<file path="src/verilog/npc_config.svh">
`ifndef NPC_CONFIG_SVH
`define NPC_CONFIG_SVH

// First fetch address out of reset.
`define NPC_RESET_PC 32'h0000_0000

// Memory depths in 32-bit words.
`define NPC_IMEM_WORDS 256
`define NPC_DMEM_WORDS 256

`endif

</file>
<file path="src/verilog/npc_pkg.sv">
package npc_pkg;

  typedef logic [31:0] word_t;

  // ~~~~~~~~~~~~~~~~~~~~~~~~~~~~~~~~~~~~~~~~~~~~~~~~~~~~~~~~~~~~~~~~~~~~~~~~~~~~
  // Instruction formats, all overlaid on one 32-bit word.
  // ~~~~~~~~~~~~~~~~~~~~~~~~~~~~~~~~~~~~~~~~~~~~~~~~~~~~~~~~~~~~~~~~~~~~~~~~~~~~
  typedef struct packed {
    logic [6:0] funct7;
    logic [4:0] rs2;
    logic [4:0] rs1;
    logic [2:0] funct3;
    logic [4:0] rd;
    logic [6:0] opcode;
  } r_fmt_t;

  typedef struct packed {
    logic [11:0] imm11_0;
    logic [4:0]  rs1;
    logic [2:0]  funct3;
    logic [4:0]  rd;
    logic [6:0]  opcode;
  } i_fmt_t;

  typedef struct packed {
    logic [6:0] imm11_5;
    logic [4:0] rs2;
    logic [4:0] rs1;
    logic [2:0] funct3;
    logic [4:0] imm4_0;
    logic [6:0] opcode;
  } s_fmt_t;

  typedef struct packed {
    logic       imm12;
    logic [5:0] imm10_5;
    logic [4:0] rs2;
    logic [4:0] rs1;
    logic [2:0] funct3;
    logic [3:0] imm4_1;
    logic       imm11;
    logic [6:0] opcode;
  } b_fmt_t;

  typedef struct packed {
    logic [19:0] imm31_12;
    logic [4:0]  rd;
    logic [6:0]  opcode;
  } u_fmt_t;

  typedef struct packed {
    logic       imm20;
    logic [9:0] imm10_1;
    logic       imm11;
    logic [7:0] imm19_12;
    logic [4:0] rd;
    logic [6:0] opcode;
  } j_fmt_t;

  typedef union packed {
    r_fmt_t r_fmt;
    i_fmt_t i_fmt;
    s_fmt_t s_fmt;
    b_fmt_t b_fmt;
    u_fmt_t u_fmt;
    j_fmt_t j_fmt;
  } inst_u;

  // ~~~~~~~~~~~~~~~~~~~~~~~~~~~~~~~~~~~~~~~~~~~~~~~~~~~~~~~~~~~~~~~~~~~~~~~~~~~~
  // Control selectors.
  // ~~~~~~~~~~~~~~~~~~~~~~~~~~~~~~~~~~~~~~~~~~~~~~~~~~~~~~~~~~~~~~~~~~~~~~~~~~~~
  typedef enum logic [3:0] {
    ALU_ADD, ALU_SUB, ALU_AND, ALU_OR, ALU_XOR, ALU_SLL,
    ALU_SRL, ALU_SRA, ALU_SLT, ALU_SLTU, ALU_PASS_B
  } alu_op_e;

  // Encoded as the branch funct3.
  typedef enum logic [2:0] {
    BR_EQ  = 3'b000,
    BR_NE  = 3'b001,
    BR_LT  = 3'b100,
    BR_GE  = 3'b101,
    BR_LTU = 3'b110,
    BR_GEU = 3'b111
  } br_cond_e;

  typedef enum logic [1:0] {NPC_SEQ, NPC_JAL, NPC_JALR, NPC_BR} npc_sel_e;

  typedef enum logic [1:0] {WB_ALU, WB_PC4, WB_MEM, WB_NONE} wb_sel_e;

endpackage

</file>
<file path="src/verilog/npc_regfile.sv">
`timescale 1ns/1ps

module npc_regfile (
  input  logic           clk,
  input  logic [4:0]     rs1,
  input  logic [4:0]     rs2,
  input  logic [4:0]     rd,
  input  logic           wen,
  input  npc_pkg::word_t wdata,
  output npc_pkg::word_t src1,
  output npc_pkg::word_t src2
);
  import npc_pkg::*;

  // x0 has no storage.
  word_t regs [1:31];

  always_ff @(posedge clk) begin
    if (wen && rd != 5'd0) begin
      regs[rd] <= wdata;
    end
  end

  assign src1 = (rs1 == 5'd0) ? '0 : regs[rs1];
  assign src2 = (rs2 == 5'd0) ? '0 : regs[rs2];

endmodule

</file>
<file path="config.mk">
export PLATFORM = sky130hd
export DESIGN_NAME = npc_regfile
export DESIGN_NICKNAME = d
export VERILOG_FILES = /design/src/verilog/npc_config.svh /design/src/verilog/npc_pkg.sv /design/src/verilog/npc_regfile.sv
export SDC_FILE = /design/constraint.sdc
export NUM_CORES = 1
export LEC_CHECK = 0
export BUFFER_PORTS_ARGS = -buffer_cell sky130_fd_sc_hd__clkbuf_2
export CORE_UTILIZATION = 45
export CTS_CLUSTER_SIZE = 28
export DETAILED_ROUTE_END_ITERATION = 12
export GPL_ROUTABILITY_DRIVEN = 0
export PLACE_DENSITY_LB_ADDON = 0.12
export SYNTH_ARGS = -nofsm -noshare
export SYNTH_HDL_FRONTEND = slang
export SYNTH_SLANG_ARGS = --single-unit
export TNS_END_PERCENT = 50
</file>
<file path="constraint.sdc">
create_clock -name clk -period 5.6 [get_ports clk]
set_clock_uncertainty 0.05 [all_clocks]
set_input_delay 0 -clock clk [delete_from_list [all_inputs] [get_ports clk]]
set_output_delay 0 -clock clk [all_outputs]
set_load 0.01 [all_outputs]
</file>
==> flow_summary_export.csv <==
group,metric,value,unit
status,outcome,"finished clean",
floorplanning,die-area,105000,µm²
routing,avgViaCountPerCell,6.62,
placed_design,detailed_place_hpwl,84.5,mm
layout,instances_no_fill,4177,
power,vdd_drop_max,233,µV
routing,remaining_drc_errors,0,
routing,wirelength,149,mm
layout,max_flop_register,"regs",
timing,max_slew.worst_pin.slew,1320,ps
layout,top_regs,"regs x992",
logic_synthesis,synth.cell_area,46500,µm²
hold_path,hold_path_depth,3,
logic_synthesis,synthesized_instance_count,2593,
logic_synthesis,synth_area_per_cell,17.9,µm²
layout,layout.cell_area.non_filler,52600,µm²
floorplanning,chip_height,323,µm
logic_synthesis,synth_xor_xnor_area_share,0,
cts,clock_slew_seen_by_the_registers_of_the_worst_setup_and_hold_paths,60,ps
worst_setup_path,critical_path_required,5550,ps
logic_synthesis,post_synth_and_or_nand_nor_area_fraction,0.0378,
timing,maxSlewViolCount,0,
layout,largest_register_ffs,992,
logic_synthesis,area_fraction_in_compound_gates_after_synthesis,0.0520,
logic_synthesis,yosysTopAreaCellShare,0.641,
layout,drive_above_1_share,0.274,
timing,max_freq,0.273,GHz
placed_design,placed_cell_area,48700,µm²
routing,detail-route-antenna-nets,0,
global_route,grt_usage,0.287,
layout,finish.net_count,2768,
layout,layout_commonest_cell,"edfxtp_1",
routing,via_count_of_the_routed_design,27649,
global_route,number_of_global_route_vias_before_repair,27873,
cts,clock_path_buffers,3,
logic_synthesis,seq_area_frac_synth,0.641,
worst_setup_path,worstSetupEndpointType,"output port",
cts,clock-sinks,992,
worst_setup_path,crit_arrival,3620,ps
layout,utilization,0.515,
global_route,grt_overflow,0,
hold_path,timing.hold.worst.class,"in -> reg",
logic_synthesis,ys_top_cells_by_area,"edfxtp_1, mux4_2, mux2i_1",
cts,cts.repair_timing.setup_buffer_count,0,
routing,drtIter0Drc,3333,
logic_synthesis,synth_fp_nets,2642,
timing,grt_setup_unrepaired,"no",
logic_synthesis,synth_top_family_by_area,"multiplexers",
layout,most-common-layout-cells,"edfxtp_1, mux4_2, mux2i_1, clkbuf_16, clkbuf_2",
floorplanning,initial_core_util,0.456,
placed_design,number_of_input_and_output_port_buffers_inserted,112,
floorplanning,placementRows,117,
cts,cts_root_buf,"clkbuf_16",
worst_setup_path,worstSetupPathType,"in -> out",
routing,drt-wirelength-per-cell,35.7,µm
power,power_per_cell_area,324,nW/µm²
hold_path,whs_endpoint,"regs[19][30]",
logic_synthesis,synth_fa_ha_area_frac,0,
timing,fin_setup_tns,0,ps
layout,layout-area-overhead-vs-synth,13.1,%
logic_synthesis,synth.ff_latch_count,992,
timing,count_of_final_hold_check_violations,0,
global_route,first_pass_grt_wire_length,208,mm
logic_synthesis,synth_mux_area_frac,0.246,
cts,cts_buffers,107,
global_route,antenna_found_initial,4,
routing,drt_first_pass_iters,5,
logic_synthesis,netlist.top_cell.by_area,"edfxtp_1",
cts,ctsHtreeMaxLevel,3,
timing,layout_min_cycle_time,3670,ps
timing,slew_headroom,0.118,
timing,post-route-period-util,0.655,
floorplanning,top_level_ports,113,
global_route,grt_max_degree,133,
job,max_cap_viol_count,0,
worst_setup_path,worstPathMaxFanout,20,
power,p_leak,0.0174,µW
cts,cts_tree,"done",
hold_path,worstHoldStart,"rd[2]",
power,fin_total_pwr,17000,µW
placed_design,place_inst,3946,
floorplanning,die-width,323,µm
floorplanning,design.core.area,102000,µm²
timing,finalSetupViolations,0,
logic_synthesis,post_synth_num_cell_types,38,
logic_synthesis,yosys_warnings,0,
worst_setup_path,worst_setup_start_kind,"input pin",
## critical path: stages
cell and delay, ps:
clkbuf_2 80, buf_4 390, inv_1 590, a21oi_2 1210
o21ai_0 370, a31oi_1 650, clkbuf_2 260
## worst max-delay path by stage
| stage | start | endpoint | cells after the start |
|---|---|---|---|
| finish | rs2[3] | src2[14] | 7 |
| global route | rs2[3] | src2[15] | 7 |
| CTS | rs2[3] | src2[15] | 7 |
| detailed placement | rs2[3] | src2[14] | 7 |
| global placement | rs2[3] | src2[14] | 7 |
| floorplan | rd[1] | regs[12][0] | 3 |
## per-layer routing
| layer | wire [µm] | GRT usage | vias to the layer above |
|---|---|---|---|
| met5 | 15 | 0 | - |
| met1 | 60400 | 0.396 | 14836 |
| met3 | 12400 | 0.0580 | 299 |
| met2 | 70500 | 0.452 | 1395 |
| li1 | - | - | 11115 |
| met4 | 5700 | 0.104 | 4 |
## synth_stat cells
cell / count
buf_6: 20
a31oi_1: 15
o21ai_1: 15
o21ai_0: 17
and2_1: 34
buf_12: 2
edfxtp_1: 992
mux2_2: 28
nor4_1: 1
or3b_2: 3
a22oi_1: 94
or3_1: 1
a22o_1: 46
nor3b_1: 1
nor2_1: 114
and3_1: 15
nor3_1: 2
nand2b_1: 2
mux4_1: 10
nand4_1: 17
nand2_1: 86
buf_2: 63
nand3_1: 51
a211o_1: 31
clkbuf_4: 2
mux2i_1: 311
mux2_1: 6
o221ai_2: 1
inv_1: 1
a211oi_1: 17
clkbuf_1: 86
nand3b_1: 6
buf_1: 10
buf_4: 20
nor2b_1: 36
mux4_2: 340
a311o_1: 31
a21oi_1: 66
## cell families after synthesis
logic type,count (synthesis)
and+or+nand+nor,369
buffers and inverters,204
muxes,695
DFF,992
AOI/OAI and AO/OA,333
## where the power goes
part	switching (µW)	internal [µW]
combinational	924	573
sequential	38.5	8270
clock	3070	4180
total	4030	13000
## repair_timing
item,4_1_cts,5_1_grt
endpoints found under the hold margin,992,0
hold buffers,32,0
gates resized for setup,0,0
## through the flow
step | hold WS [ps] | setup WS [ps]
finish | 91.4 | 1930
global route | 90.4 | 2060
CTS | 51.4 | 2180
detailed placement | 583 | 2190
global placement | 535 | 2180
floorplan | 48.9 | 3130
## cell type report
class | instances | area (µm²)
timing repair buffer | 220 | 1630
antenna | 2 | 5.00
inverter | 1 | 3.75
sequential | 992 | 29800
clock inverter | 74 | 843
multi-input combinational | 1397 | 15900
fill | 8187 | 49400
tap | 1368 | 1710
clock buffer | 123 | 2740
No activity file was read; power rests on OpenSTA's default activity.
