<file path="config.mk">
export PLATFORM = sky130hd
export DESIGN_NAME = npc_alu_flat
export DESIGN_NICKNAME = d
export VERILOG_FILES = /design/src/verilog/npc_config.svh /design/src/verilog/npc_pkg.sv /design/src/verilog/npc_ctrl_if.sv /design/src/verilog/npc_alu.sv /design/src/flat_wrapper.sv
export SDC_FILE = /design/constraint.sdc
export NUM_CORES = 1
export LEC_CHECK = 0
export ABC_AREA = 0
export BUFFER_PORTS_ARGS = -buffer_cell sky130_fd_sc_hd__buf_2
export CAP_MARGIN = 20
export CORE_ASPECT_RATIO = 0.75
export CORE_UTILIZATION = 35
export DETAILED_ROUTE_END_ITERATION = 7
export MAX_ROUTING_LAYER = met4
export PLACE_DENSITY = 0.62
export SYNTH_ARGS = -nofsm -noshare
export SYNTH_HDL_FRONTEND = slang
export SYNTH_SLANG_ARGS = --single-unit
</file>
<file path="constraint.sdc">
create_clock -name vclk -period 3.2
set_clock_uncertainty 0.1 [all_clocks]
set_input_delay 0 -clock vclk [all_inputs]
set_output_delay 0 -clock vclk [all_outputs]
set_load 0.01 [all_outputs]
</file>
<file path="src/verilog/npc_config.svh">
`ifndef NPC_CONFIG_SVH
`define NPC_CONFIG_SVH

// First fetch address out of reset.
`define NPC_RESET_PC 32'h0000_0000

// Memory depths in 32-bit words.
`define NPC_IMEM_WORDS 256
`define NPC_DMEM_WORDS 256

`endif

</file>
<file path="src/verilog/npc_pkg.sv">
package npc_pkg;

  typedef logic [31:0] word_t;

  // ~~~~~~~~~~~~~~~~~~~~~~~~~~~~~~~~~~~~~~~~~~~~~~~~~~~~~~~~~~~~~~~~~~~~~~~~~~~~
  // Instruction formats, all overlaid on one 32-bit word.
  // ~~~~~~~~~~~~~~~~~~~~~~~~~~~~~~~~~~~~~~~~~~~~~~~~~~~~~~~~~~~~~~~~~~~~~~~~~~~~
  typedef struct packed {
    logic [6:0] funct7;
    logic [4:0] rs2;
    logic [4:0] rs1;
    logic [2:0] funct3;
    logic [4:0] rd;
    logic [6:0] opcode;
  } r_fmt_t;

  typedef struct packed {
    logic [11:0] imm11_0;
    logic [4:0]  rs1;
    logic [2:0]  funct3;
    logic [4:0]  rd;
    logic [6:0]  opcode;
  } i_fmt_t;

  typedef struct packed {
    logic [6:0] imm11_5;
    logic [4:0] rs2;
    logic [4:0] rs1;
    logic [2:0] funct3;
    logic [4:0] imm4_0;
    logic [6:0] opcode;
  } s_fmt_t;

  typedef struct packed {
    logic       imm12;
    logic [5:0] imm10_5;
    logic [4:0] rs2;
    logic [4:0] rs1;
    logic [2:0] funct3;
    logic [3:0] imm4_1;
    logic       imm11;
    logic [6:0] opcode;
  } b_fmt_t;

  typedef struct packed {
    logic [19:0] imm31_12;
    logic [4:0]  rd;
    logic [6:0]  opcode;
  } u_fmt_t;

  typedef struct packed {
    logic       imm20;
    logic [9:0] imm10_1;
    logic       imm11;
    logic [7:0] imm19_12;
    logic [4:0] rd;
    logic [6:0] opcode;
  } j_fmt_t;

  typedef union packed {
    r_fmt_t r_fmt;
    i_fmt_t i_fmt;
    s_fmt_t s_fmt;
    b_fmt_t b_fmt;
    u_fmt_t u_fmt;
    j_fmt_t j_fmt;
  } inst_u;

  // ~~~~~~~~~~~~~~~~~~~~~~~~~~~~~~~~~~~~~~~~~~~~~~~~~~~~~~~~~~~~~~~~~~~~~~~~~~~~
  // Control selectors.
  // ~~~~~~~~~~~~~~~~~~~~~~~~~~~~~~~~~~~~~~~~~~~~~~~~~~~~~~~~~~~~~~~~~~~~~~~~~~~~
  typedef enum logic [3:0] {
    ALU_ADD, ALU_SUB, ALU_AND, ALU_OR, ALU_XOR, ALU_SLL,
    ALU_SRL, ALU_SRA, ALU_SLT, ALU_SLTU, ALU_PASS_B
  } alu_op_e;

  // Encoded as the branch funct3.
  typedef enum logic [2:0] {
    BR_EQ  = 3'b000,
    BR_NE  = 3'b001,
    BR_LT  = 3'b100,
    BR_GE  = 3'b101,
    BR_LTU = 3'b110,
    BR_GEU = 3'b111
  } br_cond_e;

  typedef enum logic [1:0] {NPC_SEQ, NPC_JAL, NPC_JALR, NPC_BR} npc_sel_e;

  typedef enum logic [1:0] {WB_ALU, WB_PC4, WB_MEM, WB_NONE} wb_sel_e;

endpackage

</file>
<file path="src/verilog/npc_ctrl_if.sv">
`timescale 1ns/1ps

interface npc_ctrl_if;
  import npc_pkg::*;

  alu_op_e  alu_op;
  logic     src_b_imm;
  logic     src_a_pc;
  br_cond_e br_cond;
  npc_sel_e npc_sel;
  wb_sel_e  wb_sel;
  logic     reg_wen;
  logic     mem_wen;
  logic     is_ebreak;

  modport dec (
    output alu_op, src_b_imm, src_a_pc, br_cond, npc_sel,
    output wb_sel, reg_wen, mem_wen, is_ebreak
  );

  modport dp (
    input alu_op, src_b_imm, src_a_pc, br_cond, npc_sel,
    input wb_sel, reg_wen, mem_wen, is_ebreak
  );

endinterface

</file>
<file path="src/verilog/npc_alu.sv">
`timescale 1ns/1ps

module npc_alu (
  npc_ctrl_if.dp         ctrl,
  input  npc_pkg::word_t a,
  input  npc_pkg::word_t b,
  output npc_pkg::word_t result,
  output logic           taken
);
  import npc_pkg::*;

  logic lt_s;
  logic lt_u;

  assign lt_s = $signed(a) < $signed(b);
  assign lt_u = a < b;

  always_comb begin
    case (ctrl.alu_op)
      ALU_ADD:    result = a + b;
      ALU_SUB:    result = a - b;
      ALU_AND:    result = a & b;
      ALU_OR:     result = a | b;
      ALU_XOR:    result = a ^ b;
      ALU_SLL:    result = a << b[4:0];
      ALU_SRL:    result = a >> b[4:0];
      ALU_SRA:    result = word_t'($signed(a) >>> b[4:0]);
      ALU_SLT:    result = {31'b0, lt_s};
      ALU_SLTU:   result = {31'b0, lt_u};
      ALU_PASS_B: result = b;
      default:    result = a + b;
    endcase
  end

  // Branch compare works on the raw register operands.
  always_comb begin
    case (ctrl.br_cond)
      BR_EQ:   taken = (a == b);
      BR_NE:   taken = (a != b);
      BR_LT:   taken = lt_s;
      BR_GE:   taken = !lt_s;
      BR_LTU:  taken = lt_u;
      BR_GEU:  taken = !lt_u;
      default: taken = 1'b0;
    endcase
  end

endmodule

</file>
<file path="src/flat_wrapper.sv">
// flat-port wrapper written by rule: the top's interface ports become plain ports
module npc_alu_flat import npc_pkg::*;
  (a, b, result, taken, ctrl_alu_op, ctrl_src_b_imm, ctrl_src_a_pc, ctrl_br_cond, ctrl_npc_sel, ctrl_wb_sel, ctrl_reg_wen, ctrl_mem_wen, ctrl_is_ebreak);
  npc_ctrl_if ctrl_i ();
  input  npc_pkg::word_t a;
  input  npc_pkg::word_t b;
  output npc_pkg::word_t result;
  output logic taken;
  input wire logic [$bits(ctrl_i.alu_op)-1:0] ctrl_alu_op;
  input wire logic [$bits(ctrl_i.src_b_imm)-1:0] ctrl_src_b_imm;
  input wire logic [$bits(ctrl_i.src_a_pc)-1:0] ctrl_src_a_pc;
  input wire logic [$bits(ctrl_i.br_cond)-1:0] ctrl_br_cond;
  input wire logic [$bits(ctrl_i.npc_sel)-1:0] ctrl_npc_sel;
  input wire logic [$bits(ctrl_i.wb_sel)-1:0] ctrl_wb_sel;
  input wire logic [$bits(ctrl_i.reg_wen)-1:0] ctrl_reg_wen;
  input wire logic [$bits(ctrl_i.mem_wen)-1:0] ctrl_mem_wen;
  input wire logic [$bits(ctrl_i.is_ebreak)-1:0] ctrl_is_ebreak;
  assign ctrl_i.alu_op = ctrl_alu_op;
  assign ctrl_i.src_b_imm = ctrl_src_b_imm;
  assign ctrl_i.src_a_pc = ctrl_src_a_pc;
  assign ctrl_i.br_cond = ctrl_br_cond;
  assign ctrl_i.npc_sel = ctrl_npc_sel;
  assign ctrl_i.wb_sel = ctrl_wb_sel;
  assign ctrl_i.reg_wen = ctrl_reg_wen;
  assign ctrl_i.mem_wen = ctrl_mem_wen;
  assign ctrl_i.is_ebreak = ctrl_is_ebreak;
  npc_alu u_core (.ctrl(ctrl_i), .a(a), .b(b), .result(result), .taken(taken));
endmodule
</file>
==> results.sh, run 1 <==
export IMPL_fillers=2727
export IMPL_setup_worst_path_start="b[1]"
export IMPL_synth_area_per_cell_um2=7.08
export IMPL_setup_ws_ps=37.8
export IMPL_wl_per_cell_um=24.8
export IMPL_p_leak_nw=4.94
export IMPL_placed_area_mm2=0.0109
export IMPL_max_freq_mhz=316
export IMPL_crit_chain="buf_2 -> buf_12 -> ha_1 -> a21o_1 -> nand4_1 -> a211o_1 -> a211o_2 -> a211oi_2 -> buf_4 -> nand3_1 -> and3b_1 -> and2_1 -> a211oi_2 -> buf_2"
export IMPL_power_density_mw_per_mm2=191
export IMPL_grt_pass1_vias=10400
export IMPL_final_cell_count_no_fill=1809
export IMPL_syn_area_mm2=0.00920
export IMPL_ios=113
export IMPL_syn_inst=1299
export IMPL_via_per_inst=6.47
export IMPL_postRouteAntennaNets=0
export IMPL_nFlopsAndLatches=0
export IMPL_wirelength_mm=44.9
export IMPL_worstSetupEndpoint="result[29]"
export IMPL_fp_dieW_um=189
export IMPL_antenna_found_initial=3
export IMPL_power_mw=2.11
export IMPL_hpwl_mm=36.0
export IMPL_area_delta_synth_final_pct=20.0
export IMPL_drv_slew=0
export IMPL_grt_overflow_total=0
export IMPL_grt_pass1_wl_mm=67.0
export IMPL_vdd_drop_max_v=0.0000981
export IMPL_fin_hold_ws_ps=212
export IMPL_final_hold_viol_count=0
export IMPL_fin_area_mm2=0.0110
export IMPL_gp_congestion=1.05
export IMPL_yosysWarnings=0
export IMPL_slew_headroom=0.326
export IMPL_firstDrtPassIters=6
export IMPL_place_ws_ps=-104
export IMPL_synth_distinct_cells=102
export IMPL_setup_viol=0
export IMPL_grt_max_degree=69
export IMPL_clock_buffers=0
export IMPL_fin_crit_sh=0.988
export IMPL_die_y_um=142
export IMPL_cp_end_kind="primary output"
export IMPL_tightestPinTransition_ps=1010
export IMPL_grt_use_total=0.334
export IMPL_first_iter_violations=1547
export IMPL_min_path_type="in -> out"
export IMPL_drive_above_1_share=0.260
export IMPL_slowest_stage="a211o_2"
export IMPL_arrival_ps=3060
export IMPL_dr_total_vias=11700
export IMPL_fin_nets=1649
export IMPL_synth_nets=1478
export IMPL_ff_latch_area_um2=0
export IMPL_row_count=50
export IMPL_port_buffer_count=104
export IMPL_start_kind="primary input"
export IMPL_cp_max_fo=68
export IMPL_drc=0
export IMPL_crit_type="in -> out"
export IMPL_yosysSeqAreaShare=0
export IMPL_yosys_top_cells_area="mux4_2 (13%), ha_1 (13%), nor2_1 (6.2%), a21oi_1 (5.8%), nand2_1 (4.4%)"
export IMPL_synth_top_area_share=0.132
export IMPL_cp_slowest_stage_delay_ps=360
export IMPL_synth_area_leader_cell="mux4_2"
export IMPL_cp_required_ps=3100
export IMPL_die_area_mm2=0.0269
export IMPL_fp_coreArea_mm2=0.0254
export IMPL_drv_cap=0
export IMPL_start_util=0.362
export IMPL_rsz0062_at_grt="true"
export IMPL_status="complete, no violations"
export IMPL_postLayoutCoreUtil=0.435
export IMPL_finalSetupTns_ps=0
export IMPL_placed_cells=1806
export IMPL_finalCriticalPeriod_ps=3160
power breakdown:
part | switching [mW] | internal [mW] | leakage [nW]
Clock | 0 | 0.0000000282 | 0.0000229
Sequential | 0 | 0 | 0
Combinational | 1.27 | 0.848 | 4.94
critical path, delay by kind of cell:
kind | cells | cell delay (ps)
adders and majority gates | 1 | 240
AOI/OAI and AO/OA | 5 | 1400
buffers and inverters | 4 | 810
and+or+nand+nor | 4 | 600
repair_timing:
item / CTS / global route
hold buffers: 0 / 0
resized for setup: 1 / 12
cloned: 0 / 0
buffers inserted: 0 / 0
setup endpoints to repair: 2 / 5
pin swaps: 0 / 2
metal layers:
metal / routed length [um] / track usage / vias up
li1: - / - / 5256
met1: 20600 / 0.501 / 5597
met2: 18000 / 0.464 / 790
met3: 5150 / 0.0451 / 54
met4: 1180 / 0.0772 / 0
met5: 0 / - / -
kinds of logic (layout without fill, tap and decap cells):
kind of cell,Yosys count,count (layout),synth area share
adders and majority gates,99,99,0.136
buffers and inverters,200,369,0.0960
AOI/OAI and AO/OA,472,472,0.359
and+or+nand+nor,416,416,0.213
muxes,103,103,0.187
other,0,3,0
xor gates and xnor gates,9,9,0.00857
cells in the final DEF, fill, tap and decap left out, types with 12 or more instances in the layout:
| master | instances |
|---|---|
| a211oi_1 | 15 |
| nor3_1 | 35 |
| nand2b_1 | 15 |
| a31oi_1 | 15 |
| nand3_1 | 29 |
| nand2_1 | 109 |
| o21ai_0 | 76 |
| a21oi_1 | 105 |
| mux2i_1 | 37 |
| a21o_1 | 18 |
| buf_4 | 163 |
| nor2_1 | 153 |
| o221ai_1 | 12 |
| o31ai_1 | 14 |
| a221oi_1 | 29 |
| buf_2 | 103 |
| o211ai_1 | 21 |
| ha_1 | 96 |
| mux4_2 | 54 |
| o21ai_1 | 28 |
| o21bai_1 | 14 |
| inv_1 | 94 |
cell usage after synthesis, drive strengths merged, types with 7 or more instances:
master and number:
and2 8, a2111oi 7, o31ai 16, buf 49, mux2 12, a211oi 19
nor2b 7, a22o 7, a31oi 16, nand2 109, o22ai 11, mux4 54
nand4 10, and3 7, o21ai 105, mux2i 37, clkbuf 51, a21oi 108
a21o 18, o2111ai 7, a221oi 30, or3 9, a211o 11, o221ai 13
inv 95, a221o 10, ha 97, o211ai 22, o21bai 16, nor3 39
nand3 29, nor2 153, nand2b 17
cell type report:
cell class | instances | area (um2) | share of cell area
inverters | 100 | 375 | 0.0340
multi-input cells | 1099 | 8440 | 0.764
diodes | 3 | 7.51 | 0.000680
repair buffers | 269 | 1800 | 0.163
well taps | 338 | 423 | 0.0383
worst min path at each step:
stage,start,to,slack (ps),cells past startpoint
3_3_place_gp,ctrl_br_cond[1],taken,190,3
5_1_grt,ctrl_br_cond[1],taken,220,3
2_1_floorplan,ctrl_br_cond[1],taken,2,1
4_1_cts,ctrl_br_cond[1],taken,210,3
3_5_place_dp,ctrl_br_cond[1],taken,210,3
6_report,ctrl_br_cond[1],taken,210,3
Power figures use the tool's default switching activity.
==> inputs of run 2 (changes only) <==
ABC_AREA = 1   (was 0)
PLACE_DENSITY = 0.61   (was 0.62)
==> run 2 against run 1 <==
Non-clock buffer count shrank 142. First-iteration DRC count rose by 29%. Core utilization down 5.1 points. Sequential share of layout area unchanged. Hold slack better by 130 ps. Wire length rose by 24%. Synthesized area rose by 11%. Final area is 1.6% lower. Cell count is 37% higher. Worst setup slack improved by 350 ps. Power shrank 5.8%.
==> results.sh, run 2 <==
export IMPL_yosysWarnings=0
export IMPL_cp_required_ps=3100
export IMPL_p_leak_nw=5.95
export IMPL_fp_dieW_um=199
export IMPL_synth_area_leader_cell="nand2_1"
export IMPL_crit_type="in -> out"
export IMPL_status="complete, no violations"
export IMPL_wirelength_mm=55.5
export IMPL_dr_total_vias=14600
export IMPL_ff_latch_area_um2=0
export IMPL_grt_overflow_total=0
export IMPL_fin_crit_sh=0.879
export IMPL_fin_nets=2277
export IMPL_cts_hold_buf=0
export IMPL_fp_coreArea_mm2=0.0283
export IMPL_grt_use_total=0.376
export IMPL_cp_common_cell="nand2_1"
export IMPL_hp_start="ctrl_br_cond[1]"
export IMPL_comb_power_share=1.000
export IMPL_tightestPinTransition_ps=810
export IMPL_placed_area_mm2=0.0109
export IMPL_yosysSeqAreaShare=0
export IMPL_die_y_um=150
export IMPL_grt_max_degree=71
export IMPL_power_density_mw_per_mm2=183
export IMPL_drc=0
export IMPL_wl_per_cell_um=22.4
export IMPL_internal_power_mw=0.565
export IMPL_die_area_mm2=0.0299
export IMPL_grt_pass1_wl_mm=80.7
export IMPL_start_util=0.360
export IMPL_slowest_stage="fa_1"
export IMPL_slew_headroom=0.459
export IMPL_switching_share=0.716
export IMPL_arrival_ps=2710
export IMPL_drv_slew=0
export IMPL_via_per_inst=5.86
export IMPL_place_ws_ps=521
export IMPL_yosys_top_cells_count="nand2_1 (662), nand3_1 (392), inv_1 (249)"
export IMPL_synth_distinct_cells=45
export IMPL_first_iter_violations=1990
export IMPL_grt_pass1_vias=12500
export IMPL_yosysMostFrequentCell="nand2_1"
export IMPL_p_seq_frac=0
export IMPL_antenna_found_initial=3
export IMPL_final_hold_viol_count=0
export IMPL_fin_area_mm2=0.0109
export IMPL_ctsResizeCount=0
export IMPL_synth_area_per_cell_um2=4.95
export IMPL_crit_chain="buf_2 -> ha_1 -> inv_1 -> fa_1 -> inv_1 -> nand3_1 -> nand2_1 -> nand2_1 -> nand2_1 -> nand2_1 -> nand2_1 -> nand2_1 -> nand2_1 -> nand2_1 -> nand3_1 -> nand4_1 -> buf_2"
export IMPL_hpwl_mm=45.7
export IMPL_vdd_drop_max_v=0.000136
export IMPL_row_count=53
export IMPL_cts_setup_buffers=0
export IMPL_area_delta_synth_final_pct=6.40
export IMPL_max_freq_mhz=356
export IMPL_ios=113
export IMPL_setup_worst_path_start="b[0]"
export IMPL_finalCriticalPeriod_ps=2810
export IMPL_finalSetupTns_ps=0
export IMPL_postLayoutCoreUtil=0.384
export IMPL_postRouteAntennaNets=0
export IMPL_final_cell_mix="nand2_1 (662), nand3_1 (392), inv_1 (249)"
export IMPL_power_mw=1.99
export IMPL_setup_viol=0
export IMPL_syn_area_mm2=0.0102
export IMPL_clock_buffers=0
export IMPL_cp_max_fo=12
export IMPL_syn_inst=2064
export IMPL_min_path_type="in -> out"
export IMPL_yosys_top_cells_area="nand2_1 (24%), nand3_1 (19%), ha_1 (12%), inv_1 (9.2%), nor2_1 (5.9%)"
export IMPL_synth_top_area_share=0.243
export IMPL_nFlopsAndLatches=0
export IMPL_gp_congestion=1.03
export IMPL_layout_commonest_cell="nand2_1"
export IMPL_drv_cap=0
export IMPL_power_frac_clock=0
export IMPL_cp_slowest_stage_delay_ps=390
export IMPL_drive_above_1_share=0.0840
export IMPL_firstDrtPassIters=6
export IMPL_start_kind="primary input"
export IMPL_synth_nets=2243
export IMPL_rsz0062_at_grt="false"
export IMPL_port_buffer_count=104
export IMPL_hold_depth=5
export IMPL_p_sw_mw=1.43
export IMPL_setup_ws_ps=387
export IMPL_cp_end_kind="primary output"
## run 2: cell types whose count changed in the layout (fill, tap and decap cells not counted), moves of 15 or more
cell	change
o21ai_1	-20
nand3_1	+363
nand4_1	+28
buf_4	-141
a21o_1	-18
inv_1	+155
mux4_2	-54
o22ai_1	+21
inv_2	+16
a221oi_1	-29
nand2b_1	-15
nand2_1	+553
mux2i_1	-37
## run 2: final cells by class
class	count	area, um2
antenna	3	7.51
fill	3377	17500
inverter	267	1000
multi-input combinational	1702	8660
tap	385	482
timing repair buffer	127	706
## run 2: logic make-up after synthesis
logic type               after synthesis  share of synthesized area
buffers and inverters                362                      0.152
AO/OA/AOI/OAI                        274                      0.153
adder cells (fa/ha/maj)               99                      0.123
AND/OR/NAND/NOR                     1318                      0.563
XOR/XNOR                              11                    0.00944
## run 2: path summary, 6_finish.rpt
check          to  slack [ps]
max    result[16]         390
min         taken         350
## run 2: power by group through the flow
| stage | clock (mW) | sequential [mW] | combinational [mW] |
|---|---|---|---|
| floorplan | 0 | 0 | 1.25 |
| global placement | 0 | 0 | 1.90 |
| detailed placement | 0 | 0 | 1.90 |
| CTS | 0 | 0 | 1.92 |
| global route | 0.000000343 | 0 | 2.15 |
| finish | 0.000000333 | 0 | 1.99 |
## run 2: stage by stage
stage	cells	hold slack [ps]
3_5_place_dp	2481	349
5_1_grt	2484	386
2_1_floorplan	2064	110
3_3_place_gp	2481	335
6_report	2484	346
4_1_cts	2481	349
## run 2: metal layers
metal  share of wire  wire, um  vias to the layer above  track usage
li1                -         -                     6847            -
met1            0.47     25900                     6647        0.562
met2            0.39     21500                      998        0.514
met3            0.12      6760                       65       0.0651
met4           0.024      1330                        0       0.0758
met5               0         0                        -            -
## run 2: worst max-delay path: cells and delay by family
kind          cells  cell delay (ps)
simple gates     11             1290
buf+inv           4              640
fa+ha+maj         2              760
