$ cat config.mk
export PLATFORM = sky130hd
export DESIGN_NAME = npc_idu_flat
export DESIGN_NICKNAME = d
export VERILOG_FILES = /design/src/verilog/npc_config.svh /design/src/verilog/npc_pkg.sv /design/src/verilog/npc_ctrl_if.sv /design/src/verilog/npc_idu.sv /design/src/flat_wrapper.sv
export SDC_FILE = /design/constraint.sdc
export NUM_CORES = 1
export LEC_CHECK = 0
export BUFFER_PORTS_ARGS = -buffer_cell sky130_fd_sc_hd__clkbuf_2
export CAP_MARGIN = 20
export CORE_UTILIZATION = 28
export DETAILED_ROUTE_END_ITERATION = 6
export GPL_TIMING_DRIVEN = 0
export PLACE_DENSITY = 0.81
export SLEW_MARGIN = 20
export SYNTH_ARGS = -nofsm -noshare
export SYNTH_HDL_FRONTEND = slang
export SYNTH_SLANG_ARGS = --single-unit
$ cat constraint.sdc
create_clock -name vclk -period 1.35
set_input_delay 0.0675 -clock vclk [all_inputs]
set_output_delay 0.0675 -clock vclk [all_outputs]
set_load 0.01 [all_outputs]
$ cat src/verilog/npc_config.svh
`ifndef NPC_CONFIG_SVH
`define NPC_CONFIG_SVH

// First fetch address out of reset.
`define NPC_RESET_PC 32'h0000_0000

// Memory depths in 32-bit words.
`define NPC_IMEM_WORDS 256
`define NPC_DMEM_WORDS 256

`endif

$ cat src/verilog/npc_pkg.sv
package npc_pkg;

  typedef logic [31:0] word_t;

  // ~~~~~~~~~~~~~~~~~~~~~~~~~~~~~~~~~~~~~~~~~~~~~~~~~~~~~~~~~~~~~~~~~~~~~~~~~~~~
  // Instruction formats, all overlaid on one 32-bit word.
  // ~~~~~~~~~~~~~~~~~~~~~~~~~~~~~~~~~~~~~~~~~~~~~~~~~~~~~~~~~~~~~~~~~~~~~~~~~~~~
  typedef struct packed {
    logic [6:0] funct7;
    logic [4:0] rs2;
    logic [4:0] rs1;
    logic [2:0] funct3;
    logic [4:0] rd;
    logic [6:0] opcode;
  } r_fmt_t;

  typedef struct packed {
    logic [11:0] imm11_0;
    logic [4:0]  rs1;
    logic [2:0]  funct3;
    logic [4:0]  rd;
    logic [6:0]  opcode;
  } i_fmt_t;

  typedef struct packed {
    logic [6:0] imm11_5;
    logic [4:0] rs2;
    logic [4:0] rs1;
    logic [2:0] funct3;
    logic [4:0] imm4_0;
    logic [6:0] opcode;
  } s_fmt_t;

  typedef struct packed {
    logic       imm12;
    logic [5:0] imm10_5;
    logic [4:0] rs2;
    logic [4:0] rs1;
    logic [2:0] funct3;
    logic [3:0] imm4_1;
    logic       imm11;
    logic [6:0] opcode;
  } b_fmt_t;

  typedef struct packed {
    logic [19:0] imm31_12;
    logic [4:0]  rd;
    logic [6:0]  opcode;
  } u_fmt_t;

  typedef struct packed {
    logic       imm20;
    logic [9:0] imm10_1;
    logic       imm11;
    logic [7:0] imm19_12;
    logic [4:0] rd;
    logic [6:0] opcode;
  } j_fmt_t;

  typedef union packed {
    r_fmt_t r_fmt;
    i_fmt_t i_fmt;
    s_fmt_t s_fmt;
    b_fmt_t b_fmt;
    u_fmt_t u_fmt;
    j_fmt_t j_fmt;
  } inst_u;

  // ~~~~~~~~~~~~~~~~~~~~~~~~~~~~~~~~~~~~~~~~~~~~~~~~~~~~~~~~~~~~~~~~~~~~~~~~~~~~
  // Control selectors.
  // ~~~~~~~~~~~~~~~~~~~~~~~~~~~~~~~~~~~~~~~~~~~~~~~~~~~~~~~~~~~~~~~~~~~~~~~~~~~~
  typedef enum logic [3:0] {
    ALU_ADD, ALU_SUB, ALU_AND, ALU_OR, ALU_XOR, ALU_SLL,
    ALU_SRL, ALU_SRA, ALU_SLT, ALU_SLTU, ALU_PASS_B
  } alu_op_e;

  // Encoded as the branch funct3.
  typedef enum logic [2:0] {
    BR_EQ  = 3'b000,
    BR_NE  = 3'b001,
    BR_LT  = 3'b100,
    BR_GE  = 3'b101,
    BR_LTU = 3'b110,
    BR_GEU = 3'b111
  } br_cond_e;

  typedef enum logic [1:0] {NPC_SEQ, NPC_JAL, NPC_JALR, NPC_BR} npc_sel_e;

  typedef enum logic [1:0] {WB_ALU, WB_PC4, WB_MEM, WB_NONE} wb_sel_e;

endpackage

$ cat src/verilog/npc_ctrl_if.sv
`timescale 1ns/1ps

interface npc_ctrl_if;
  import npc_pkg::*;

  alu_op_e  alu_op;
  logic     src_b_imm;
  logic     src_a_pc;
  br_cond_e br_cond;
  npc_sel_e npc_sel;
  wb_sel_e  wb_sel;
  logic     reg_wen;
  logic     mem_wen;
  logic     is_ebreak;

  modport dec (
    output alu_op, src_b_imm, src_a_pc, br_cond, npc_sel,
    output wb_sel, reg_wen, mem_wen, is_ebreak
  );

  modport dp (
    input alu_op, src_b_imm, src_a_pc, br_cond, npc_sel,
    input wb_sel, reg_wen, mem_wen, is_ebreak
  );

endinterface

$ cat src/verilog/npc_idu.sv
`timescale 1ns/1ps

module npc_idu (
  input  npc_pkg::inst_u inst,
  npc_ctrl_if.dec        ctrl,
  output logic [4:0]     rs1,
  output logic [4:0]     rs2,
  output logic [4:0]     rd,
  output npc_pkg::word_t imm
);
  import npc_pkg::*;

  localparam logic [6:0] OP_LUI    = 7'b0110111;
  localparam logic [6:0] OP_AUIPC  = 7'b0010111;
  localparam logic [6:0] OP_JAL    = 7'b1101111;
  localparam logic [6:0] OP_JALR   = 7'b1100111;
  localparam logic [6:0] OP_BRANCH = 7'b1100011;
  localparam logic [6:0] OP_LOAD   = 7'b0000011;
  localparam logic [6:0] OP_STORE  = 7'b0100011;
  localparam logic [6:0] OP_IMM    = 7'b0010011;
  localparam logic [6:0] OP_REG    = 7'b0110011;
  localparam logic [6:0] OP_SYSTEM = 7'b1110011;
  localparam word_t      EBREAK    = 32'h0010_0073;

  logic rd_write;

  // Bit 30 selects sub only for register operands; on op-imm it is an immediate bit.
  function automatic alu_op_e arith_op(input logic [2:0] funct3, input logic alt,
                                       input logic is_reg);
    case (funct3)
      3'b000:  return (alt && is_reg) ? ALU_SUB : ALU_ADD;
      3'b001:  return ALU_SLL;
      3'b010:  return ALU_SLT;
      3'b011:  return ALU_SLTU;
      3'b100:  return ALU_XOR;
      3'b101:  return alt ? ALU_SRA : ALU_SRL;
      3'b110:  return ALU_OR;
      default: return ALU_AND;
    endcase
  endfunction

  assign rs1 = inst.r_fmt.rs1;
  assign rs2 = inst.r_fmt.rs2;
  assign rd  = inst.r_fmt.rd;

  // No write reaches x0.
  assign ctrl.reg_wen = rd_write && (rd != 5'd0);

  always_comb begin
    ctrl.alu_op    = ALU_ADD;
    ctrl.src_b_imm = 1'b0;
    ctrl.src_a_pc  = 1'b0;
    ctrl.br_cond   = BR_EQ;
    ctrl.npc_sel   = NPC_SEQ;
    ctrl.wb_sel    = WB_NONE;
    ctrl.mem_wen   = 1'b0;
    ctrl.is_ebreak = 1'b0;
    rd_write       = 1'b0;
    imm            = '0;

    case (inst.r_fmt.opcode)
      OP_LUI: begin
        imm            = {inst.u_fmt.imm31_12, 12'b0};
        ctrl.alu_op    = ALU_PASS_B;
        ctrl.src_b_imm = 1'b1;
        ctrl.wb_sel    = WB_ALU;
        rd_write       = 1'b1;
      end
      OP_AUIPC: begin
        imm            = {inst.u_fmt.imm31_12, 12'b0};
        ctrl.src_a_pc  = 1'b1;
        ctrl.src_b_imm = 1'b1;
        ctrl.wb_sel    = WB_ALU;
        rd_write       = 1'b1;
      end
      OP_JAL: begin
        imm = {{11{inst.j_fmt.imm20}}, inst.j_fmt.imm20, inst.j_fmt.imm19_12,
               inst.j_fmt.imm11, inst.j_fmt.imm10_1, 1'b0};
        ctrl.npc_sel = NPC_JAL;
        ctrl.wb_sel  = WB_PC4;
        rd_write     = 1'b1;
      end
      OP_JALR: begin
        imm            = {{20{inst.i_fmt.imm11_0[11]}}, inst.i_fmt.imm11_0};
        ctrl.src_b_imm = 1'b1;
        ctrl.npc_sel   = NPC_JALR;
        ctrl.wb_sel    = WB_PC4;
        rd_write       = 1'b1;
      end
      OP_BRANCH: begin
        imm = {{19{inst.b_fmt.imm12}}, inst.b_fmt.imm12, inst.b_fmt.imm11,
               inst.b_fmt.imm10_5, inst.b_fmt.imm4_1, 1'b0};
        ctrl.br_cond = br_cond_e'(inst.b_fmt.funct3);
        ctrl.npc_sel = NPC_BR;
      end
      OP_LOAD: begin
        imm            = {{20{inst.i_fmt.imm11_0[11]}}, inst.i_fmt.imm11_0};
        ctrl.src_b_imm = 1'b1;
        ctrl.wb_sel    = WB_MEM;
        rd_write       = 1'b1;
      end
      OP_STORE: begin
        imm            = {{20{inst.s_fmt.imm11_5[6]}}, inst.s_fmt.imm11_5, inst.s_fmt.imm4_0};
        ctrl.src_b_imm = 1'b1;
        ctrl.mem_wen   = 1'b1;
      end
      OP_IMM: begin
        imm            = {{20{inst.i_fmt.imm11_0[11]}}, inst.i_fmt.imm11_0};
        ctrl.alu_op    = arith_op(inst.r_fmt.funct3, inst.r_fmt.funct7[5], 1'b0);
        ctrl.src_b_imm = 1'b1;
        ctrl.wb_sel    = WB_ALU;
        rd_write       = 1'b1;
      end
      OP_REG: begin
        ctrl.alu_op = arith_op(inst.r_fmt.funct3, inst.r_fmt.funct7[5], 1'b1);
        ctrl.wb_sel = WB_ALU;
        rd_write    = 1'b1;
      end
      OP_SYSTEM: begin
        ctrl.is_ebreak = (inst == EBREAK);
      end
      default: begin
        // Unknown opcodes decode as a nop.
      end
    endcase
  end

endmodule

$ cat src/flat_wrapper.sv
// flat-port wrapper written by rule: the top's interface ports become plain ports
module npc_idu_flat import npc_pkg::*;
  (inst, rs1, rs2, rd, imm, ctrl_alu_op, ctrl_src_b_imm, ctrl_src_a_pc, ctrl_br_cond, ctrl_npc_sel, ctrl_wb_sel, ctrl_reg_wen, ctrl_mem_wen, ctrl_is_ebreak);
  npc_ctrl_if ctrl_i ();
  input  npc_pkg::inst_u inst;
  output logic [4:0] rs1;
  output logic [4:0] rs2;
  output logic [4:0] rd;
  output npc_pkg::word_t imm;
  output wire logic [$bits(ctrl_i.alu_op)-1:0] ctrl_alu_op;
  output wire logic [$bits(ctrl_i.src_b_imm)-1:0] ctrl_src_b_imm;
  output wire logic [$bits(ctrl_i.src_a_pc)-1:0] ctrl_src_a_pc;
  output wire logic [$bits(ctrl_i.br_cond)-1:0] ctrl_br_cond;
  output wire logic [$bits(ctrl_i.npc_sel)-1:0] ctrl_npc_sel;
  output wire logic [$bits(ctrl_i.wb_sel)-1:0] ctrl_wb_sel;
  output wire logic [$bits(ctrl_i.reg_wen)-1:0] ctrl_reg_wen;
  output wire logic [$bits(ctrl_i.mem_wen)-1:0] ctrl_mem_wen;
  output wire logic [$bits(ctrl_i.is_ebreak)-1:0] ctrl_is_ebreak;
  assign ctrl_alu_op = ctrl_i.alu_op;
  assign ctrl_src_b_imm = ctrl_i.src_b_imm;
  assign ctrl_src_a_pc = ctrl_i.src_a_pc;
  assign ctrl_br_cond = ctrl_i.br_cond;
  assign ctrl_npc_sel = ctrl_i.npc_sel;
  assign ctrl_wb_sel = ctrl_i.wb_sel;
  assign ctrl_reg_wen = ctrl_i.reg_wen;
  assign ctrl_mem_wen = ctrl_i.mem_wen;
  assign ctrl_is_ebreak = ctrl_i.is_ebreak;
  npc_idu u_core (.inst(inst), .ctrl(ctrl_i), .rs1(rs1), .rs2(rs2), .rd(rd), .imm(imm));
endmodule
==> reports/summary.txt, run 1 <==
Initial Util - 29.5%
Final GP Congestion - 0.844
Outcome - finished clean
DRT Pass-1 Iters - 4
Startpoint type of the worst setup path - input pin
Static Leak - 1.01 nW
Final sequential cell count - 0
Seq. cell area - 0 sq um
Met1 track utilization from global routing - 26.6%
Cells after Synth - 114
Layout cells sized above 1 - 68.9%
Clock buffers - 0
Sw power - 0.000165 W
RSZ-0062 raised after global routing - true
Post-synth net total - 146
Top-level I/O count - 95
Switching share of power - 49.1%
Worst hold slack - 0.409 ns
Req. time, crit path - 1.28 ns
Global-route wire length before repair - 5160 um
Die Y-Extent - 55.7 um
Minimum clock period - 1.32 ns
Int Power - 0.000171 W
Post-route ant nets - 0
Tightest Pin Transition - 0.314 ns
Comb power frac - 100.0%
Min-delay worst type - input pin to primary output
Syn. warnings - 0
Commonest cells after routing, fill and taps aside - clkbuf_2 (80), buf_4 (31), a21o_1 (19)
Avg Inst Size Synth - 7.08 sq um
Clock power frac - 0%
Sum Neg Setup Slack - 0 ns
Pwr Density - 212 nW/um^2
Wirelength per Cell - 13.0 um
Fmax - 758 MHz
Layer with the highest usage - met2
CP max FO - 6
Met2 global-route usage - 35.5%
Remaining DRCs - 0
Final nets - 256
Rows - 19
Placed Cells - 240
CTS hold repair buffers - 0
Most common cell after layout, fill and taps aside - clkbuf_2
Final setup violation count - 0
Crit path from - inst[4]
Die width - 55.7 um
Count of cell types in the netlist - 39
Final HPWL DP - 2480 um
Non-Filler Instances - 253
Core ar. - 2730 sq um
Post-DR vias/cell - 5.00
Sequential Power Share - 0%
Die area - 3100 sq um
Vias in the first global route - 1088
Gr ovfl total - 0
Seq/Total Area, Yosys - 0%
Worst setup path end - imm[11]
Slew margin rel. - 78.9%
Area delta synth->final - 96.0%
Pin count of the biggest net entering global routing - 11
CP Class - input pin to primary output
Post-Syn Area - 807 sq um
Initial antenna violation count - 0
Total power - 0.000335 W
MaxCap Viol Count - 0
Critical Path End Type - primary output
Max-slew violations - 0
DRT Wirelength - 3290 um
Total global-route track usage - 19.7%
Final Hold Violating Endpoints - 0
Diodes inserted - 0
Initial drt markers - 34
Grt met3 use - 1.40%
Peak supply drop - 0.131 mV
Port bufs - 95
WP data arrival - 1.25 ns
Vias post-DR - 1265
Tcrit/Tclk final - 97.7%
-- layout make-up --
cell class / instances / area [sq um]
Buffer: 18 / 143
Fill cell: 275 / 1150
Inverter: 2 / 7.51
Multi-Input combinational cell: 93 / 748
Tap cell: 31 / 38.8
Timing Repair Buffer: 109 / 644
-- per-stage QoR --
stage	area [sq um]	setup WS (ns)	utilization [%]
finish	1580	0.0306	57.8
global route	1580	-0.0166	57.8
CTS	1420	0.00375	52.0
detailed placement	1320	-0.227	48.3
global placement	1320	-0.246	48.3
floorplan	807	0.190	-
-- worst min-delay path by stage --
stage                     slack (ns)      from  depth (start not counted)       endpoint
after global placement          0.44  inst[10]                          3          rd[3]
after floorplan                 0.19   inst[3]                          1  ctrl_src_a_pc
after CTS                       0.45  inst[28]                          3        imm[28]
final                           0.41   inst[6]                          3   ctrl_mem_wen
after detailed placement        0.44  inst[28]                          3        imm[28]
after global routing            0.42   inst[6]                          3   ctrl_mem_wen
-- cells in the mapped netlist (2+ instances only) --
| library cell | count | area (sq um) |
|---|---|---|
| buf_2 | 2 | 10.0 |
| buf_4 | 15 | 113 |
| o21ai_0 | 4 | 20.0 |
| nor4b_1 | 2 | 17.5 |
| a22o_1 | 5 | 43.8 |
| nor2_1 | 6 | 22.5 |
| and2_2 | 2 | 15.0 |
| nand2_1 | 7 | 26.3 |
| and2_1 | 8 | 50.1 |
| a21oi_1 | 5 | 25.0 |
| nand4_1 | 2 | 12.5 |
| or2_2 | 2 | 12.5 |
| nor4_1 | 3 | 18.8 |
| nor3_1 | 5 | 25.0 |
| nand2b_1 | 2 | 12.5 |
| inv_1 | 2 | 7.51 |
| a21o_1 | 20 | 150 |
-- critical path, stage by stage --
cell and delay, ns:
buf_8 0.11, nand2b_4 0.17, or3_4 0.44, o22ai_4 0.15
a221o_1 0.18, buf_2 0.13
-- layer usage --
layer	vias to the layer above	wire length (um)
met2	54	1660
met1	581	1440
met3	0	182
li1	630	-
met5	-	0
met4	0	0
-- repair_timing --
action	4_1_cts	5_1_grt
endpoints found under the setup margin	37	35
pin swaps	8	9
cloned	0	1
setup buffers	4	9
resized for setup	19	33
-- power by group through the flow --
| stage | clock network (W) | logic [W] | registers, W |
|---|---|---|---|
| after global placement | 0 | 0.000276 | 0 |
| after floorplan | 0 | 0.000136 | 0 |
| final | 0 | 0.000335 | 0 |
| after detailed placement | 0 | 0.000280 | 0 |
| after CTS | 0 | 0.000300 | 0 |
| after global routing | 0 | 0.000360 | 0 |
-- cells by family (layout without fill, tap and decap cells) --
| family | count (synthesis) | count (layout) | share of synthesized area [%] |
|---|---|---|---|
| multiplexers | 1 | 1 | 1.40 |
| AND/OR/NAND/NOR | 50 | 50 | 38.6 |
| buffers and inverters | 21 | 129 | 19.4 |
| AO/OA/AOI/OAI | 42 | 42 | 40.6 |
No activity file was read; power rests on OpenSTA's default activity.
==> inputs of run 2 (changes only) <==
- ABC_CLOCK_PERIOD_IN_PS: not set -> 1350
- GPL_TIMING_DRIVEN: 0 -> not set
==> run 2 against run 1 <==
Via count shrank 1.6%. Combinational power fell by 8.7%. Power decreased by 8.6%. Highest routed layer is now met4.
==> reports/summary.txt, run 2 (same netlist as run 1, synthesis figures left out) <==
Top-level I/O count - 95 (unchanged)
Slowest stage cell on the critical path - or3_4
Die width - 55.7 um (unchanged)
Tightest Pin Transition - 0.379 ns (+0.0656 ns)
RSZ-0062 raised after global routing - true
Total global-route track usage - 20.0% (+0.34 points)
Global-route wire length before repair - 5220 um (+1.2%)
Most common cell on crit path - clkbuf_2
Fmax - 755 MHz (-0.38%)
CP max FO - 6 (unchanged)
Cell family with most CP delay - simple AND/OR/NAND/NOR gates
Post-DP Area - 1320 sq um (-0.47%)
Pwr Density - 210 nW/um^2 (-0.78%)
Gr ovfl total - 0 (unchanged)
Fin worst setup slack - 0.0256 ns (-0.00497 ns)
Area delta synth->final - 80.5%
Final HPWL DP - 2630 um (+5.8%)
Max-slew violations - 0 (unchanged)
Vias in the first global route - 1142 (+5.0%)
Critical Path End Type - primary output
WP buf/inv - 2 (unchanged)
Worst hold slack - 0.348 ns (-0.0605 ns)
Pre-CTS setup slack - -0.0205 ns (+0.206 ns)
Final Hold Violating Endpoints - 0 (unchanged)
Wirelength per Cell - 13.6 um (+4.5%)
Outcome - finished clean
WP data arrival - 1.26 ns (about the same)
Die area - 3100 sq um (unchanged)
Startpoint type of the worst setup path - input pin
Layout cells sized above 1 - 65.6% (-3.4 points)
Static Leak - 0.945 nW (-6.6%)
MaxCap Viol Count - 0 (unchanged)
Peak supply drop - 0.142 mV (+8.8%)
Most common cell after layout, fill and taps aside - clkbuf_2
Rows - 19 (unchanged)
Port bufs - 95 (unchanged)
Min-delay worst type - input pin to primary output
Post-DR vias/cell - 5.12 (+2.5%)
Initial Util - 29.5% (unchanged)
Slew margin rel. - 74.5% (-4.4 points)
Worst path cell trace - clkbuf_2 -> nand2_2 -> or3_4 -> o22ai_4 -> a221o_1 -> clkbuf_2
Initial antenna violation count - 0 (unchanged)
Minimum clock period - 1.32 ns (+0.00497 ns)
Seq. cell area - 0 sq um (unchanged)
Tcrit/Tclk final - 98.1% (+0.37 points)
Pin count of the biggest net entering global routing - 13 (+2)
Initial drt markers - 28 (-18%)
Commonest cells after routing, fill and taps aside - clkbuf_2 (89), a21o_1 (19), buf_4 (19)
Die Y-Extent - 55.7 um (unchanged)
Diodes inserted - 0 (unchanged)
DRT Wirelength - 3300 um (+0.37%)
Req. time, crit path - 1.28 ns (about the same)
Remaining DRCs - 0 (unchanged)
DRT Pass-1 Iters - 4 (unchanged)
Final GP Congestion - 0.835 (-1.1%)
Finished layout cell area - 1460 sq um (-7.9%)
Final setup violation count - 0 (unchanged)
Final nets - 246 (-3.9%)
Vias post-DR - 1245 (-1.6%)
Max stage delay on crit path - 0.46 ns (+0.02 ns)
CP Class - input pin to primary output
Total power - 0.000306 W (-8.6%)
Core ar. - 2730 sq um (unchanged)
Sum Neg Setup Slack - 0 ns (unchanged)
Post-route ant nets - 0 (unchanged)
Clock buffers - 0 (unchanged)
Final sequential cell count - 0 (unchanged)
-- run 2: cell count changes in the layout (fill, tap and decap cells not counted), sizes merged --
cell	delta
clkbuf	+8
buf	-19
and2	+1
-- run 2: metal layers --
layer | routed length (um) | GRT usage, %
met4 | 17 | 1.79
met1 | 1420 | 25.6
met3 | 150 | 1.16
met5 | 0 | 0
met2 | 1710 | 37.9
-- run 2: where the power goes --
group | switching, W | total (W) | leakage (nW) | internal, W
logic | 0.000162 | 0.000306 | 0.945 | 0.000144
registers | 0 | 0 | 0 | 0
clock network | 0 | 0 | 0 | 0
total | 0.000162 | 0.000306 | 0.945 | 0.000144
-- run 2: final timing paths --
path	end	cells after the start	start
hold / removal	rd[3]	2	inst[10]
setup / recovery	imm[11]	6	inst[1]
-- run 2: repair_timing --
action                                  CTS  global route
pin swaps                                 2             6
endpoints found under the hold margin     0             0
cloned                                    0             1
endpoints found under the setup margin   10            35
gates resized for setup                   4            28
hold buffers                              0             0
setup buffers                             0             2
-- run 2: metrics by stage --
stage | instances | util [%]
finish | 243 | 53.3
floorplan | 114 | -
detailed placement | 240 | 48.1
global placement | 240 | 48.1
CTS | 240 | 48.6
global route | 243 | 53.3
-- run 2: cell type report --
type,count,area [sq um]
well taps,31,38.8
inverters,2,7.51
multi-input cells,94,742
repair buffers,116,668
fillers,284,1280
